===== src/common/ucodePkg.sv =====
// Shared widths and types for the load-file path; control-RAM bits are numbered 0 = MSB
package ucodePkg;

  ////////////////////////////////////////
  // Widths

  // Decoded field and checksum
  localparam int fieldWidth = 16;
  // Input character
  localparam int charWidth = 8;
  // Control-RAM word, bit 0 is the most significant
  localparam int cramWordWidth = 86;
  localparam int cramAddrWidth = 11;
  localparam int dramAddrWidth = 8;

  // Fields per stored word
  localparam int cramSlots = 6;
  localparam int dramSlots = 3;

  ////////////////////////////////////////
  // Characters with a meaning in the load file

  localparam logic [charWidth-1:0] charLf = 8'h0a;
  localparam logic [charWidth-1:0] charCr = 8'h0d;
  localparam logic [charWidth-1:0] charComma = 8'h2c;
  localparam logic [charWidth-1:0] charSemi = 8'h3b;
  localparam logic [charWidth-1:0] charC = 8'h43;
  localparam logic [charWidth-1:0] charD = 8'h44;
  localparam logic [charWidth-1:0] charZ = 8'h5a;

  ////////////////////////////////////////
  // Types

  typedef logic [fieldWidth-1:0] tField;

  // Record kind taken from the first character of a line
  typedef enum logic [1:0] {
    recCram,
    recDram,
    recZero,
    recUnknown
  } tRecType;

  // Machine bit order, 0 on the left
  typedef logic [0:cramWordWidth-1] tCramWord;

  typedef logic [cramAddrWidth-1:0] tCramAddr;
  typedef logic [dramAddrWidth-1:0] tDramAddr;

  // Slot index within one control-RAM word or dispatch-RAM pair
  typedef logic [2:0] tSlot;

endpackage


===== src/common/fieldStreamIf.sv =====
// Decoded field stream; payload must hold steady while valid is high and ready is low
interface fieldStreamIf;
  import ucodePkg::*;

  // Handshake
  logic valid;
  logic ready;

  // Field value, kind of the line it came from
  tField value;
  tRecType recType;
  // Last field of the line
  logic lineEnd;

  // Decoder side
  modport source (
    output valid, value, recType, lineEnd,
    input ready
  );

  // Parser side
  modport sink (
    input valid, value, recType, lineEnd,
    output ready
  );

endinterface


===== src/common/ramWordIf.sv =====
// Slot stream toward the assembler; address is meaningful only on the slot that ends a word
interface ramWordIf;
  import ucodePkg::*;

  // Handshake
  logic valid;
  logic ready;

  // One 16-bit piece of a RAM word
  tField value;
  tSlot slot;
  // High for control RAM, low for dispatch RAM
  logic isCram;
  // Dispatch RAM uses the low 8 bits
  tCramAddr address;

  // Parser side
  modport source (
    output valid, value, slot, isCram, address,
    input ready
  );

  // Assembler side
  modport sink (
    input valid, value, slot, isCram, address,
    output ready
  );

endinterface


===== src/loader/ramWordAssembler.sv =====
// Assumes slots arrive in order per word; one finished word per kind can wait for its ready
module ramWordAssembler (
  input  logic clk,
  input  logic rst,
  ramWordIf.sink words,
  output logic cramValid,
  input  logic cramReady,
  output ucodePkg::tCramAddr cramAddr,
  output ucodePkg::tCramWord cramWord,
  output logic dramValid,
  input  logic dramReady,
  output ucodePkg::tDramAddr dramAddr,
  output ucodePkg::tField dramEven,
  output ucodePkg::tField dramOdd,
  output ucodePkg::tField dramCommon
);
  import ucodePkg::*;

  // Bits 0-79 of the control-RAM word being filled
  logic [0:cramWordWidth-7] cramStage;
  tField evenStage;
  tField oddStage;

  logic take;
  logic lastSlot;
  logic cramFree;
  logic dramFree;

  // Output register empty or emptying this cycle
  assign cramFree = !cramValid || cramReady;
  assign dramFree = !dramValid || dramReady;

  assign lastSlot = words.isCram ? (words.slot == tSlot'(cramSlots - 1))
                                 : (words.slot == tSlot'(dramSlots - 1));

  // Only the final slot needs room in the output register
  assign words.ready = !lastSlot || (words.isCram ? cramFree : dramFree);
  assign take = words.valid && words.ready;

  ////////////////////////////////////////
  // Output valid flags

  always_ff @(posedge clk) begin
    if (rst) begin
      cramValid <= 1'b0;
      dramValid <= 1'b0;
    end else begin
      if (cramValid && cramReady) begin
        cramValid <= 1'b0;
      end
      if (dramValid && dramReady) begin
        dramValid <= 1'b0;
      end
      if (take && lastSlot) begin
        if (words.isCram) begin
          cramValid <= 1'b1;
        end else begin
          dramValid <= 1'b1;
        end
      end
    end
  end

  ////////////////////////////////////////
  // Staging and output data

  always_ff @(posedge clk) begin
    if (take && words.isCram) begin
      if (lastSlot) begin
        // Last field brings the six special bits 80-85
        cramWord <= {cramStage, words.value[5:0]};
        cramAddr <= words.address;
      end else begin
        // Load file order 64-79, 48-63, 32-47, 16-31, 0-15
        case (words.slot)
          3'd0:    cramStage[64:79] <= words.value;
          3'd1:    cramStage[48:63] <= words.value;
          3'd2:    cramStage[32:47] <= words.value;
          3'd3:    cramStage[16:31] <= words.value;
          default: cramStage[0:15] <= words.value;
        endcase
      end
    end
    if (take && !words.isCram) begin
      if (lastSlot) begin
        // Common field closes the pair
        dramEven <= evenStage;
        dramOdd <= oddStage;
        dramCommon <= words.value;
        dramAddr <= words.address[dramAddrWidth-1:0];
      end else if (words.slot == 3'd0) begin
        evenStage <= words.value;
      end else begin
        oddStage <= words.value;
      end
    end
  end

  // Held words stay put under back-pressure
  assert property (@(posedge clk) disable iff (rst)
    cramValid && !cramReady |=> cramValid && $stable(cramWord) && $stable(cramAddr));

  assert property (@(posedge clk) disable iff (rst)
    dramValid && !dramReady |=> dramValid && $stable(dramAddr) && $stable(dramEven)
      && $stable(dramOdd) && $stable(dramCommon));

endmodule


===== src/loader/recordParser.sv =====
// Address continuation is per RAM kind; WC-zero, Z and unknown lines never move an address
module recordParser (
  input  logic clk,
  input  logic rst,
  fieldStreamIf.sink fields,
  ramWordIf.source words,
  output logic lineDone,
  output logic lineOk,
  output logic lineBadType
);
  import ucodePkg::*;

  // Which field of the line comes next
  typedef enum logic [1:0] {
    pWc,
    pAdr,
    pBody
  } tPos;

  tPos pos;
  tField remaining;
  tField sum;
  tField lineSum;
  tSlot slot;
  tCramAddr curAddr;
  tCramAddr nextAddr;
  tCramAddr startAddr;
  tCramAddr lastCram;
  tDramAddr lastDram;

  logic wValid;
  tField wValue;
  tSlot wSlot;
  logic wIsCram;
  tCramAddr wAddr;

  logic take;
  logic isCramLine;
  logic isData;
  logic endSlot;

  assign fields.ready = !wValid || words.ready;
  assign take = fields.valid && fields.ready;

  assign isCramLine = fields.recType == recCram;
  // Only C and D bodies carry RAM data, checksum field excluded
  assign isData = (isCramLine || fields.recType == recDram) && pos == pBody && remaining != '0;
  assign endSlot = isCramLine ? (slot == tSlot'(cramSlots - 1)) : (slot == tSlot'(dramSlots - 1));

  // Running sum includes the checksum field itself
  assign lineSum = sum + fields.value;

  // Control RAM steps by 1, dispatch RAM by a pair
  assign nextAddr = curAddr + (isCramLine ? tCramAddr'(1) : tCramAddr'(2));

  // ADR of zero continues from the previous line of this kind
  always_comb begin
    if (fields.value != '0) begin
      startAddr = fields.value[cramAddrWidth-1:0];
    end else if (isCramLine) begin
      startAddr = lastCram;
    end else begin
      startAddr = tCramAddr'(lastDram);
    end
  end

  ////////////////////////////////////////
  // Line tracking

  always_ff @(posedge clk) begin
    if (rst) begin
      pos <= pWc;
      remaining <= '0;
      sum <= '0;
      slot <= '0;
      curAddr <= '0;
      lastCram <= '0;
      lastDram <= '0;
      wValid <= 1'b0;
      lineDone <= 1'b0;
    end else begin
      lineDone <= 1'b0;
      if (wValid && words.ready) begin
        wValid <= 1'b0;
      end
      if (take) begin
        sum <= fields.lineEnd ? '0 : lineSum;
        case (pos)
          pWc: begin
            remaining <= fields.value;
            pos <= pAdr;
          end
          pAdr: begin
            curAddr <= startAddr;
            pos <= pBody;
          end
          default: begin
            if (isData) begin
              remaining <= remaining - 1'b1;
              wValid <= 1'b1;
              slot <= endSlot ? '0 : slot + 1'b1;
              // Word complete, remember where the next one goes
              if (endSlot) begin
                curAddr <= nextAddr;
                if (isCramLine) begin
                  lastCram <= nextAddr;
                end else begin
                  lastDram <= nextAddr[dramAddrWidth-1:0];
                end
              end
            end
          end
        endcase
        if (fields.lineEnd) begin
          pos <= pWc;
          slot <= '0;
          lineDone <= 1'b1;
        end
      end
    end
  end

  // Slot and status payload
  always_ff @(posedge clk) begin
    if (take && isData) begin
      wValue <= fields.value;
      wSlot <= slot;
      wIsCram <= isCramLine;
      wAddr <= endSlot ? curAddr : '0;
    end
    if (take && fields.lineEnd) begin
      lineOk <= lineSum == '0;
      lineBadType <= fields.recType == recUnknown;
    end
  end

  assign words.valid = wValid;
  assign words.value = wValue;
  assign words.slot = wSlot;
  assign words.isCram = wIsCram;
  assign words.address = wAddr;

  // Assembler relies on slots staying inside their word
  assert property (@(posedge clk) disable iff (rst)
    words.valid |-> words.slot < (words.isCram ? tSlot'(cramSlots) : tSlot'(dramSlots)));

endmodule


===== src/rtl/fieldDecoder.sv =====
// Expects type letter then one separator per line; fields over 16 bits keep only the low 16
module fieldDecoder (
  input  logic clk,
  input  logic rst,
  input  logic charValid,
  input  logic [ucodePkg::charWidth-1:0] charData,
  output logic charReady,
  fieldStreamIf.source fields
);
  import ucodePkg::*;

  // Position within the current line
  typedef enum logic [1:0] {
    sType,
    sSep,
    sField,
    sSkip
  } tState;

  tState state;
  tField acc;
  tRecType lineType;
  tRecType charType;

  logic outValid;
  tField outValue;
  tRecType outType;
  logic outEnd;

  logic take;
  logic isLf;
  logic isTerm;

  // Stall only while a finished field is still waiting
  assign charReady = !outValid || fields.ready;
  assign take = charValid && charReady;
  assign isLf = charData == charLf;
  assign isTerm = isLf || (charData == charComma);

  // Map the type letter
  always_comb begin
    case (charData)
      charC:   charType = recCram;
      charD:   charType = recDram;
      charZ:   charType = recZero;
      default: charType = recUnknown;
    endcase
  end

  ////////////////////////////////////////
  // Line FSM

  always_ff @(posedge clk) begin
    if (rst) begin
      state <= sType;
      outValid <= 1'b0;
      acc <= '0;
      lineType <= recUnknown;
    end else begin
      if (outValid && fields.ready) begin
        outValid <= 1'b0;
      end
      // Carriage return never affects anything
      if (take && charData != charCr) begin
        case (state)
          sType: begin
            if (charData == charSemi) begin
              state <= sSkip;
            end else if (!isLf) begin
              lineType <= charType;
              state <= sSep;
            end
          end
          sSep: begin
            acc <= '0;
            state <= isLf ? sType : sField;
          end
          sField: begin
            if (isTerm) begin
              // Field leaves next cycle, empty field gives 0
              outValid <= 1'b1;
              acc <= '0;
              if (isLf) begin
                state <= sType;
              end
            end else begin
              acc <= {acc[fieldWidth-7:0], charData[5:0]};
            end
          end
          default: begin
            // Comment line, wait for its end
            if (isLf) begin
              state <= sType;
            end
          end
        endcase
      end
    end
  end

  // Field payload
  always_ff @(posedge clk) begin
    if (take && state == sField && isTerm) begin
      outValue <= acc;
      outType <= lineType;
      outEnd <= isLf;
    end
  end

  assign fields.valid = outValid;
  assign fields.value = outValue;
  assign fields.recType = outType;
  assign fields.lineEnd = outEnd;

  // Stalled field must not change
  assert property (@(posedge clk) disable iff (rst)
    fields.valid && !fields.ready |=> fields.valid && $stable(fields.value));

endmodule


===== src/rtl/ucodeLoader.sv =====
// Load-file character stream in, RAM words out; lineDone pulses once per non-comment line
module ucodeLoader (
  input  logic clk,
  input  logic rst,
  // Character input
  input  logic charValid,
  output logic charReady,
  input  logic [ucodePkg::charWidth-1:0] charData,
  // Control-RAM words
  output logic cramValid,
  input  logic cramReady,
  output ucodePkg::tCramAddr cramAddr,
  output ucodePkg::tCramWord cramWord,
  // Dispatch-RAM pairs
  output logic dramValid,
  input  logic dramReady,
  output ucodePkg::tDramAddr dramAddr,
  output ucodePkg::tField dramEven,
  output ucodePkg::tField dramOdd,
  output ucodePkg::tField dramCommon,
  // Per-line status
  output logic lineDone,
  output logic lineOk,
  output logic lineBadType
);

  // Decoder to parser
  fieldStreamIf fieldBus ();
  // Parser to assembler
  ramWordIf wordBus ();

  fieldDecoder decoder (
    .clk       (clk),
    .rst       (rst),
    .charValid (charValid),
    .charData  (charData),
    .charReady (charReady),
    .fields    (fieldBus)
  );

  recordParser parser (
    .clk         (clk),
    .rst         (rst),
    .fields      (fieldBus),
    .words       (wordBus),
    .lineDone    (lineDone),
    .lineOk      (lineOk),
    .lineBadType (lineBadType)
  );

  ramWordAssembler assembler (
    .clk        (clk),
    .rst        (rst),
    .words      (wordBus),
    .cramValid  (cramValid),
    .cramReady  (cramReady),
    .cramAddr   (cramAddr),
    .cramWord   (cramWord),
    .dramValid  (dramValid),
    .dramReady  (dramReady),
    .dramAddr   (dramAddr),
    .dramEven   (dramEven),
    .dramOdd    (dramOdd),
    .dramCommon (dramCommon)
  );

endmodule


===== config.mk =====
export PLATFORM = sky130hd
export DESIGN_NAME = ucodeLoader
export DESIGN_NICKNAME = d
export VERILOG_FILES = /design/src/common/ucodePkg.sv /design/src/common/fieldStreamIf.sv /design/src/common/ramWordIf.sv /design/src/loader/ramWordAssembler.sv /design/src/loader/recordParser.sv /design/src/rtl/fieldDecoder.sv /design/src/rtl/ucodeLoader.sv
export SDC_FILE = /design/constraint.sdc
export NUM_CORES = 1
export LEC_CHECK = 0
export ABC_AREA = 1
export ABC_CLOCK_PERIOD_IN_PS = 3600
export BUFFER_PORTS_ARGS = -buffer_cell sky130_fd_sc_hd__buf_2
export CORE_ASPECT_RATIO = 1.25
export CORE_MARGIN = 2
export CORE_UTILIZATION = 58
export DETAILED_ROUTE_END_ITERATION = 10
export MAX_ROUTING_LAYER = met4
export PLACE_DENSITY = 0.79
export SYNTH_ARGS = -nofsm -noshare
export SYNTH_HDL_FRONTEND = slang
export SYNTH_SLANG_ARGS = --single-unit
export TNS_END_PERCENT = 100

===== constraint.sdc =====
create_clock -name clk -period 3.6 [get_ports clk]
set_input_delay 0.18 -clock clk [delete_from_list [all_inputs] [get_ports clk]]
set_output_delay 0.18 -clock clk [all_outputs]
set_load 0.02 [all_outputs]

==> impl_metrics.toml, run 1 <==
[status]
run_status = "finished clean"

[worst_setup_path]
timing.critical_path.required_ns = 4.06
crit_fanout = 33
timing.critical_path.to_type = "flip-flop"
crit_path_start_kind = "flip-flop"
critical_path_class = "reg2reg"
critPathArrivalTime_ns = 2.92

[sta]
max_clock_freq_ghz = 0.407
tns_ns = 0
max_slew_margin = 0.241
setup_repair_after_global_routing_missed_its_margin = "false"
post-route-period-util = 0.683
finClkSkew_ns = 0.0222
period_minus_slack_ns = 2.46
least_margin_pin_slew_ns = 1.14
final_max_slew_viol_count = 0
setup_violators_final = 0
timing_hold_violations_final = 0
postLayoutSetupSlackWorst_ns = 1.14

[power_and_ir_drop]
total_power_density_per_cell_area_mw_per_mm2 = 511
vdd_drop_max_v = 0.000370
power.leakage_uw = 0.00733

[die]
floorplan.die.width_microns = 152
placeableCoreArea_sq_mm = 0.0268
start_util = 0.591
rows = 67
height_of_the_chip_microns = 189
design.portCount = 172
die-area_sq_mm = 0.0287

[synthesis]
yosys.cell_types.count = 43
synth_mux_area_frac = 0
share_of_the_synthesized_netlist_area_taken_by_xor_and_xnor_gates = 0.00552
syn_inst = 1383
postSynthNetCount = 1420
yosys_warnings = 0
synth_top_family_by_area = "simple AND/OR/NAND/NOR gates"
seq_area_frac_synth = 0.716
synth-adder-area-share = 0.0199
number_of_synthesized_register_bits = 409
synthesis.area_per_instance_sq_um = 11.5
synth.cell_area_sq_mm = 0.0159
area_share_of_and_or_nand_nor_cells_after_synthesis = 0.176
synth_compound_area_frac = 0.0391

[finish]
count_of_antenna_diodes_in_the_layout = 0
layout-drive-gt1-share = 0.180
final_common_cell = "nand2_1"
final_cell_mix = "nand2_1 (326), edfxtp_1 (317), nor2_1 (183)"
layout.filler_cells = 1872
final_nets = 1624
area.growth.synth_to_final_pct = 16.6

[cts]
cts.root.buffer_cell = "clkbuf_16"
clock_tree.htree_level_count = 2
clock_tree_from_tritoncts = "built"
cts-buffers-inserted = 37
insertion_delay_ns = 0.54
clk_path_buf_depth = 3
path_clk_slew_ns = 0.07
cts.sinks = 409

[global_route]
grt_pass1_wl_mm = 55.4
grt.total_usage = 0.254
globalRouteOverflowTotal = 0
initial_antenna_violation_count = 0
grt_start_max_net_pins = 64
grt_pass1_vias = 10300

[job]
cap_viol_max_count = 0

[detailed_routing]
post-route-drc-count = 0
vias = 10600
drt-vias-per-instance = 5.40
routed_wl_mm = 35.2
drt-wirelength-per-cell_microns = 18.0
postRouteAntennaNets = 0
number_of_iterations_in_the_first_detailed_routing_pass = 5
drt-initial-drc-count = 761

[placed_design]
dp.final_hpwl_mm = 22.9
rd_place_congestion = 0.932
numPortBuffers = 171
post-place-ws_ns = 1.19

[worst_hold_path]
min_path_type = "in2reg"
area by class of cell:
class	instances	area [sq um]	area share
Clock buffer	46	991	0.0536
Clock inverter	21	267	0.0144
Inverter	135	508	0.0275
Multi-Input combinational cell	807	3840	0.208
Sequential cell	409	11400	0.614
Tap cell	345	432	0.0233
Timing Repair Buffer	197	1090	0.0591
power by group:
part	internal, uW	switching, uW	leakage (uW)	total (uW)
Sequential	5080	33.0	0.00353	5110
Clock	2350	1710	0.000613	4060
Combinational	95.6	174	0.00318	269
Total	7520	1920	0.00733	9440
logic make-up (layout without fill, tap and decap cells):
family | Yosys count | after routing
compound gates | 118 | 118
buf+inv | 167 | 399
xor+xnor | 10 | 10
flops | 409 | 409
simple gates | 655 | 655
fa+ha+maj | 24 | 24
path summary, 6_finish.rpt:
kind / startpoint / to / slack (ns) / cells after the start
worst max-delay path: parser.words.slot[0]$_DFFE_PP_ / parser.remaining[15]$_SDFFE_PP0P_ / 1.14 / 11
worst min-delay path: charValid / decoder.lineType[0]$_SDFFE_PP1P_ / 0.07 / 4
worst max register to register: parser.words.slot[0]$_DFFE_PP_ / parser.remaining[15]$_SDFFE_PP0P_ / 1.14 / 11
worst min register to register: assembler.cramStage[33]$_DFFE_PP_ / assembler.cramWord[52]$_DFFE_PP_ / 0.41 / 0
registers in the layout, indices dropped and copies added (netlist names), 16 cells and up:
register,flops
assembler.dramCommon,16
decoder.acc,16
parser.remaining,16
assembler.oddStage,16
assembler.cramStage,80
assembler.dramEven,16
assembler.evenStage,16
parser.sum,16
assembler.cramWord,86
decoder.fields.value,16
parser.words.value,16
assembler.dramOdd,16
synthesized netlist by cell type (all sizes together):
master  count  share of area
a211oi      1        0.00047
a21oi      65          0.021
a22oi       4         0.0019
a31oi       2        0.00079
and2        1        0.00039
buf        21         0.0089
clkbuf     11         0.0026
dfxtp      92           0.12
edfxtp    317           0.60
fa          2         0.0025
ha         22          0.017
inv       135          0.032
nand2     333          0.081
nand3      74          0.024
nand3b     11         0.0054
nand4      18         0.0075
nor2      195          0.049
nor3       15         0.0058
nor4        3         0.0012
o21a        1        0.00047
o21ai      41          0.013
o21bai      1        0.00047
o22ai       2        0.00079
o31ai       1        0.00047
or2         5         0.0020
xnor2       3         0.0017
xor2        7         0.0039
metal layers:
metal  track usage  wire length [microns]  share of wire  vias to the layer above
met3        0.0467                   2440          0.069                      109
li1              -                      -              -                     5072
met5             -                      0              0                        -
met4         0.116                   1590          0.045                        0
met1         0.302                  13500           0.38                     4974
met2         0.424                  17700           0.50                      420
worst max-delay path: stages, from the launching register on:
cell and delay [ns]:
edfxtp_1 0.44, inv_2 0.13, nor2_2 0.05, nand3_1 0.09, nand2_2 0.11, nand3_2 0.11
nand2_4 0.25, inv_2 0.47, nand3_4 0.33, nand2_1 0.14, nand2_1 0.06, nor2_1 0.20
repair_timing:
action / CTS / global route
hold endpoints to repair: 7 / 0
gates resized for setup: 0 / 0
buffers inserted: 0 / 0
hold buffers: 7 / 0
stage by stage:
step	power [uW]	utilization	cell area [sq um]	std cells	hold WS, ns
6_report	9440	0.689	18500	1960	0.0680
5_1_grt	9720	0.689	18500	1960	0.0946
4_1_cts	9490	0.689	18500	1960	0.0576
3_5_place_dp	5480	0.640	17200	1886	0.405
3_3_place_gp	5460	0.640	17200	1886	0.400
2_1_floorplan	5420	-	15900	1383	0.321
(Power assumes the default switching activity.)
==> run 2, diff against run 1 <==
--- a/config.mk
+++ b/config.mk
@@ -6,14 +6,14 @@
 export NUM_CORES = 1
 export LEC_CHECK = 0
 export ABC_AREA = 1
-export ABC_CLOCK_PERIOD_IN_PS = 3600
+export ABC_CLOCK_PERIOD_IN_PS = 2100
 export BUFFER_PORTS_ARGS = -buffer_cell sky130_fd_sc_hd__buf_2
 export CORE_ASPECT_RATIO = 1.25
 export CORE_MARGIN = 2
-export CORE_UTILIZATION = 58
+export CORE_UTILIZATION = 53
 export DETAILED_ROUTE_END_ITERATION = 10
 export MAX_ROUTING_LAYER = met4
-export PLACE_DENSITY = 0.79
+export PLACE_DENSITY = 0.76
 export SYNTH_ARGS = -nofsm -noshare
 export SYNTH_HDL_FRONTEND = slang
 export SYNTH_SLANG_ARGS = --single-unit
==> constraint.sdc (replaced) <==
create_clock -name clk -period 2.1 [get_ports clk]
set_input_delay 0.105 -clock clk [delete_from_list [all_inputs] [get_ports clk]]
set_output_delay 0.105 -clock clk [all_outputs]
set_load 0.02 [all_outputs]
==> impl_metrics.toml, run 2 (synthesized netlist as in run 1, its figures left out) <==
[status]
run_status = "finished clean"

[worst_setup_path]
timing.critical_path.to_type = "flip-flop"
reg2regPathDepth = 11
worst_path_max_delay_cell = "edfxtp_1"
timing.critical_path.cells = "inv_2 -> nor2_2 -> nand3_1 -> nand2_2 -> nand2_1 -> nand2_1 -> nor2_2 -> nand2_2 -> clkinvlp_4 -> buf_12 -> clkbuf_16"
crit_path_max_incr_delay_ns = 0.41
regToRegStartpoint = "parser.words.slot[0]$_DFFE_PP_"
critical_path_class = "reg2reg"
crit_fanout = 10
critPathArrivalTime_ns = 2.34
critical_path.reg2reg.endpoint = "assembler.cramWord[81]$_DFFE_PP_"
crit_path_start_kind = "flip-flop"
timing.critical_path.required_ns = 2.39
rrSetupSlack_ns = 0.05

[die]
floorplan.die.width_microns = 159
rows = 70
height_of_the_chip_microns = 197
start_util = 0.541
die-area_sq_mm = 0.0313
placeableCoreArea_sq_mm = 0.0293
design.portCount = 172

[global_route]
grt_start_max_net_pins = 57
globalRouteOverflowTotal = 0
initial_antenna_violation_count = 0
grt.total_usage = 0.223
grt_pass1_wl_mm = 53.1
grt_pass1_vias = 10100

[power_and_ir_drop]
power_frac_seq = 0.549
intPower_uw = 12700
report.power.total_uw = 16000
power.leakage_uw = 0.00775
power.share.combinational = 0.031
total_power_density_per_cell_area_mw_per_mm2 = 819
vdd_drop_max_v = 0.000530
switching_share = 0.207
net-switching-power_uw = 3310
clock_power_share = 0.420

[worst_hold_path]
whs_endpoint = "decoder.lineType[0]$_SDFFE_PP1P_"
timing.hold.worst.start = "charData[7]"
timing.hold.worst_path_depth = 5
min_path_type = "in2reg"

[finish]
count_of_antenna_diodes_in_the_layout = 0
layout.filler_cells = 2093
largest-register = "assembler.cramWord"
largest_register_ff_count = 86
final_cell_mix = "nand2_1 (322), edfxtp_1 (317), nor2_1 (179)"
non_filler_instances = 2077
final_common_cell = "nand2_1"
final_cell_area_sq_mm = 0.0195
area.growth.synth_to_final_pct = 23.0
layout-drive-gt1-share = 0.227
reg_top3 = "assembler.cramWord: 86 flops, assembler.cramStage: 80 flops"
final_nets = 1690

[detailed_routing]
postRouteAntennaNets = 0
vias = 10800
drt-wirelength-per-cell_microns = 17.2
number_of_iterations_in_the_first_detailed_routing_pass = 5
post-route-drc-count = 0
drt-initial-drc-count = 850
routed_wl_mm = 35.7
drt-vias-per-instance = 5.19

[sta]
least_margin_pin_slew_ns = 0.642
finClkSkew_ns = 0.0134
setup_repair_after_global_routing_missed_its_margin = "true"
tns_ns = 0
period_minus_slack_ns = 2.05
post-route-period-util = 0.977
max_clock_freq_ghz = 0.487
final_max_slew_viol_count = 0
timing_hold_violations_final = 0
setup_violators_final = 0
max_slew_margin = 0.571

[placed_design]
rd_place_congestion = 0.906
place_area_sq_mm = 0.0178
dp.cells = 1977
dp.final_hpwl_mm = 22.7
numPortBuffers = 171

[cts]
clock_tree_from_tritoncts = "built"
cts.sinks = 409
clk_path_buf_depth = 3
cts-buffers-inserted = 38
clock_tree.htree_level_count = 2
path_clk_slew_ns = 0.06
insertion_delay_ns = 0.54
cts.root.buffer_cell = "clkbuf_16"

[job]
cap_viol_max_count = 0
==> run 2: cell types whose count changed in the layout (fill, tap and decap cells not counted), sizes merged <==
| cell | change |
|---|---|
| nand3 | +1 |
| dlygate4sd3 | +2 |
| clkbuf | +7 |
| clkinvlp | +4 |
| inv | -2 |
| buf | +56 |
| clkinv | +1 |
| bufinv | -3 |
==> run 2: worst max-delay path, delay by kind of cell (launching register included) <==
family / cells / cell delay (ns)
simple gates: 7 / 0.74
buf+inv: 4 / 0.65
flops: 1 / 0.41
==> run 2: timing repair <==
action / 4_1_cts / 5_1_grt
setup endpoints to repair: 1 / 277
hold buffers: 9 / 0
pin swaps: 0 / 12
buffers inserted: 0 / 15
endpoints found under the hold margin: 10 / 0
resized for setup: 1 / 35
cloned: 0 / 8
==> run 2: per-layer routing <==
metal	GRT usage	wire [microns]
met3	0.0336	2250
met4	0.0768	978
met2	0.385	18500
met5	-	0
met1	0.271	13900
==> run 2: worst max path at each step <==
stage                                        startpoint                                to  cells past startpoint
global placement      decoder.fields.value[0]$_DFFE_PP_           parser.lineOk$_DFFE_PP_                     12
CTS                   decoder.fields.value[0]$_DFFE_PP_           parser.lineOk$_DFFE_PP_                     12
floorplan                parser.words.slot[1]$_DFFE_PP_   assembler.cramAddr[0]$_DFFE_PP_                      8
detailed placement    decoder.fields.value[0]$_DFFE_PP_           parser.lineOk$_DFFE_PP_                     12
finish                   parser.words.slot[0]$_DFFE_PP_  assembler.cramWord[81]$_DFFE_PP_                     11
global route        decoder.fields.recType[0]$_DFFE_PP_    parser.curAddr[5]$_SDFFE_PP0P_                     10
==> run 2: layout make-up <==
| class | instances | area [sq um] | area share |
|---|---|---|---|
| flip-flops and latches | 409 | 11400 | 0.583 |
| multi-input cells | 808 | 3990 | 0.204 |
| repair buffers | 261 | 1930 | 0.0988 |
| clock buffers | 47 | 1030 | 0.0527 |
| inverters | 135 | 517 | 0.0265 |
| well taps | 396 | 495 | 0.0254 |
| clock inverters | 21 | 190 | 0.00975 |
==> run 2: power groups by stage <==
stage | clock, uW | sequential, uW | combinational [uW]
floorplan | 0 | 8920 | 366
finish | 6710 | 8770 | 488
CTS | 6770 | 8770 | 486
detailed placement | 0 | 8940 | 468
global placement | 0 | 8940 | 452
global route | 7080 | 8770 | 566
==> run 2: stage by stage <==
stage | utilization | hold WS (ns) | worst slack [ns]
5_1_grt | 0.665 | 0.102 | -0.0915
3_3_place_gp | 0.605 | 0.384 | 0.0331
3_5_place_dp | 0.605 | 0.401 | 0.00939
2_1_floorplan | - | 0.246 | -0.728
6_report | 0.665 | 0.0770 | 0.0484
4_1_cts | 0.650 | 0.0662 | 0.0399
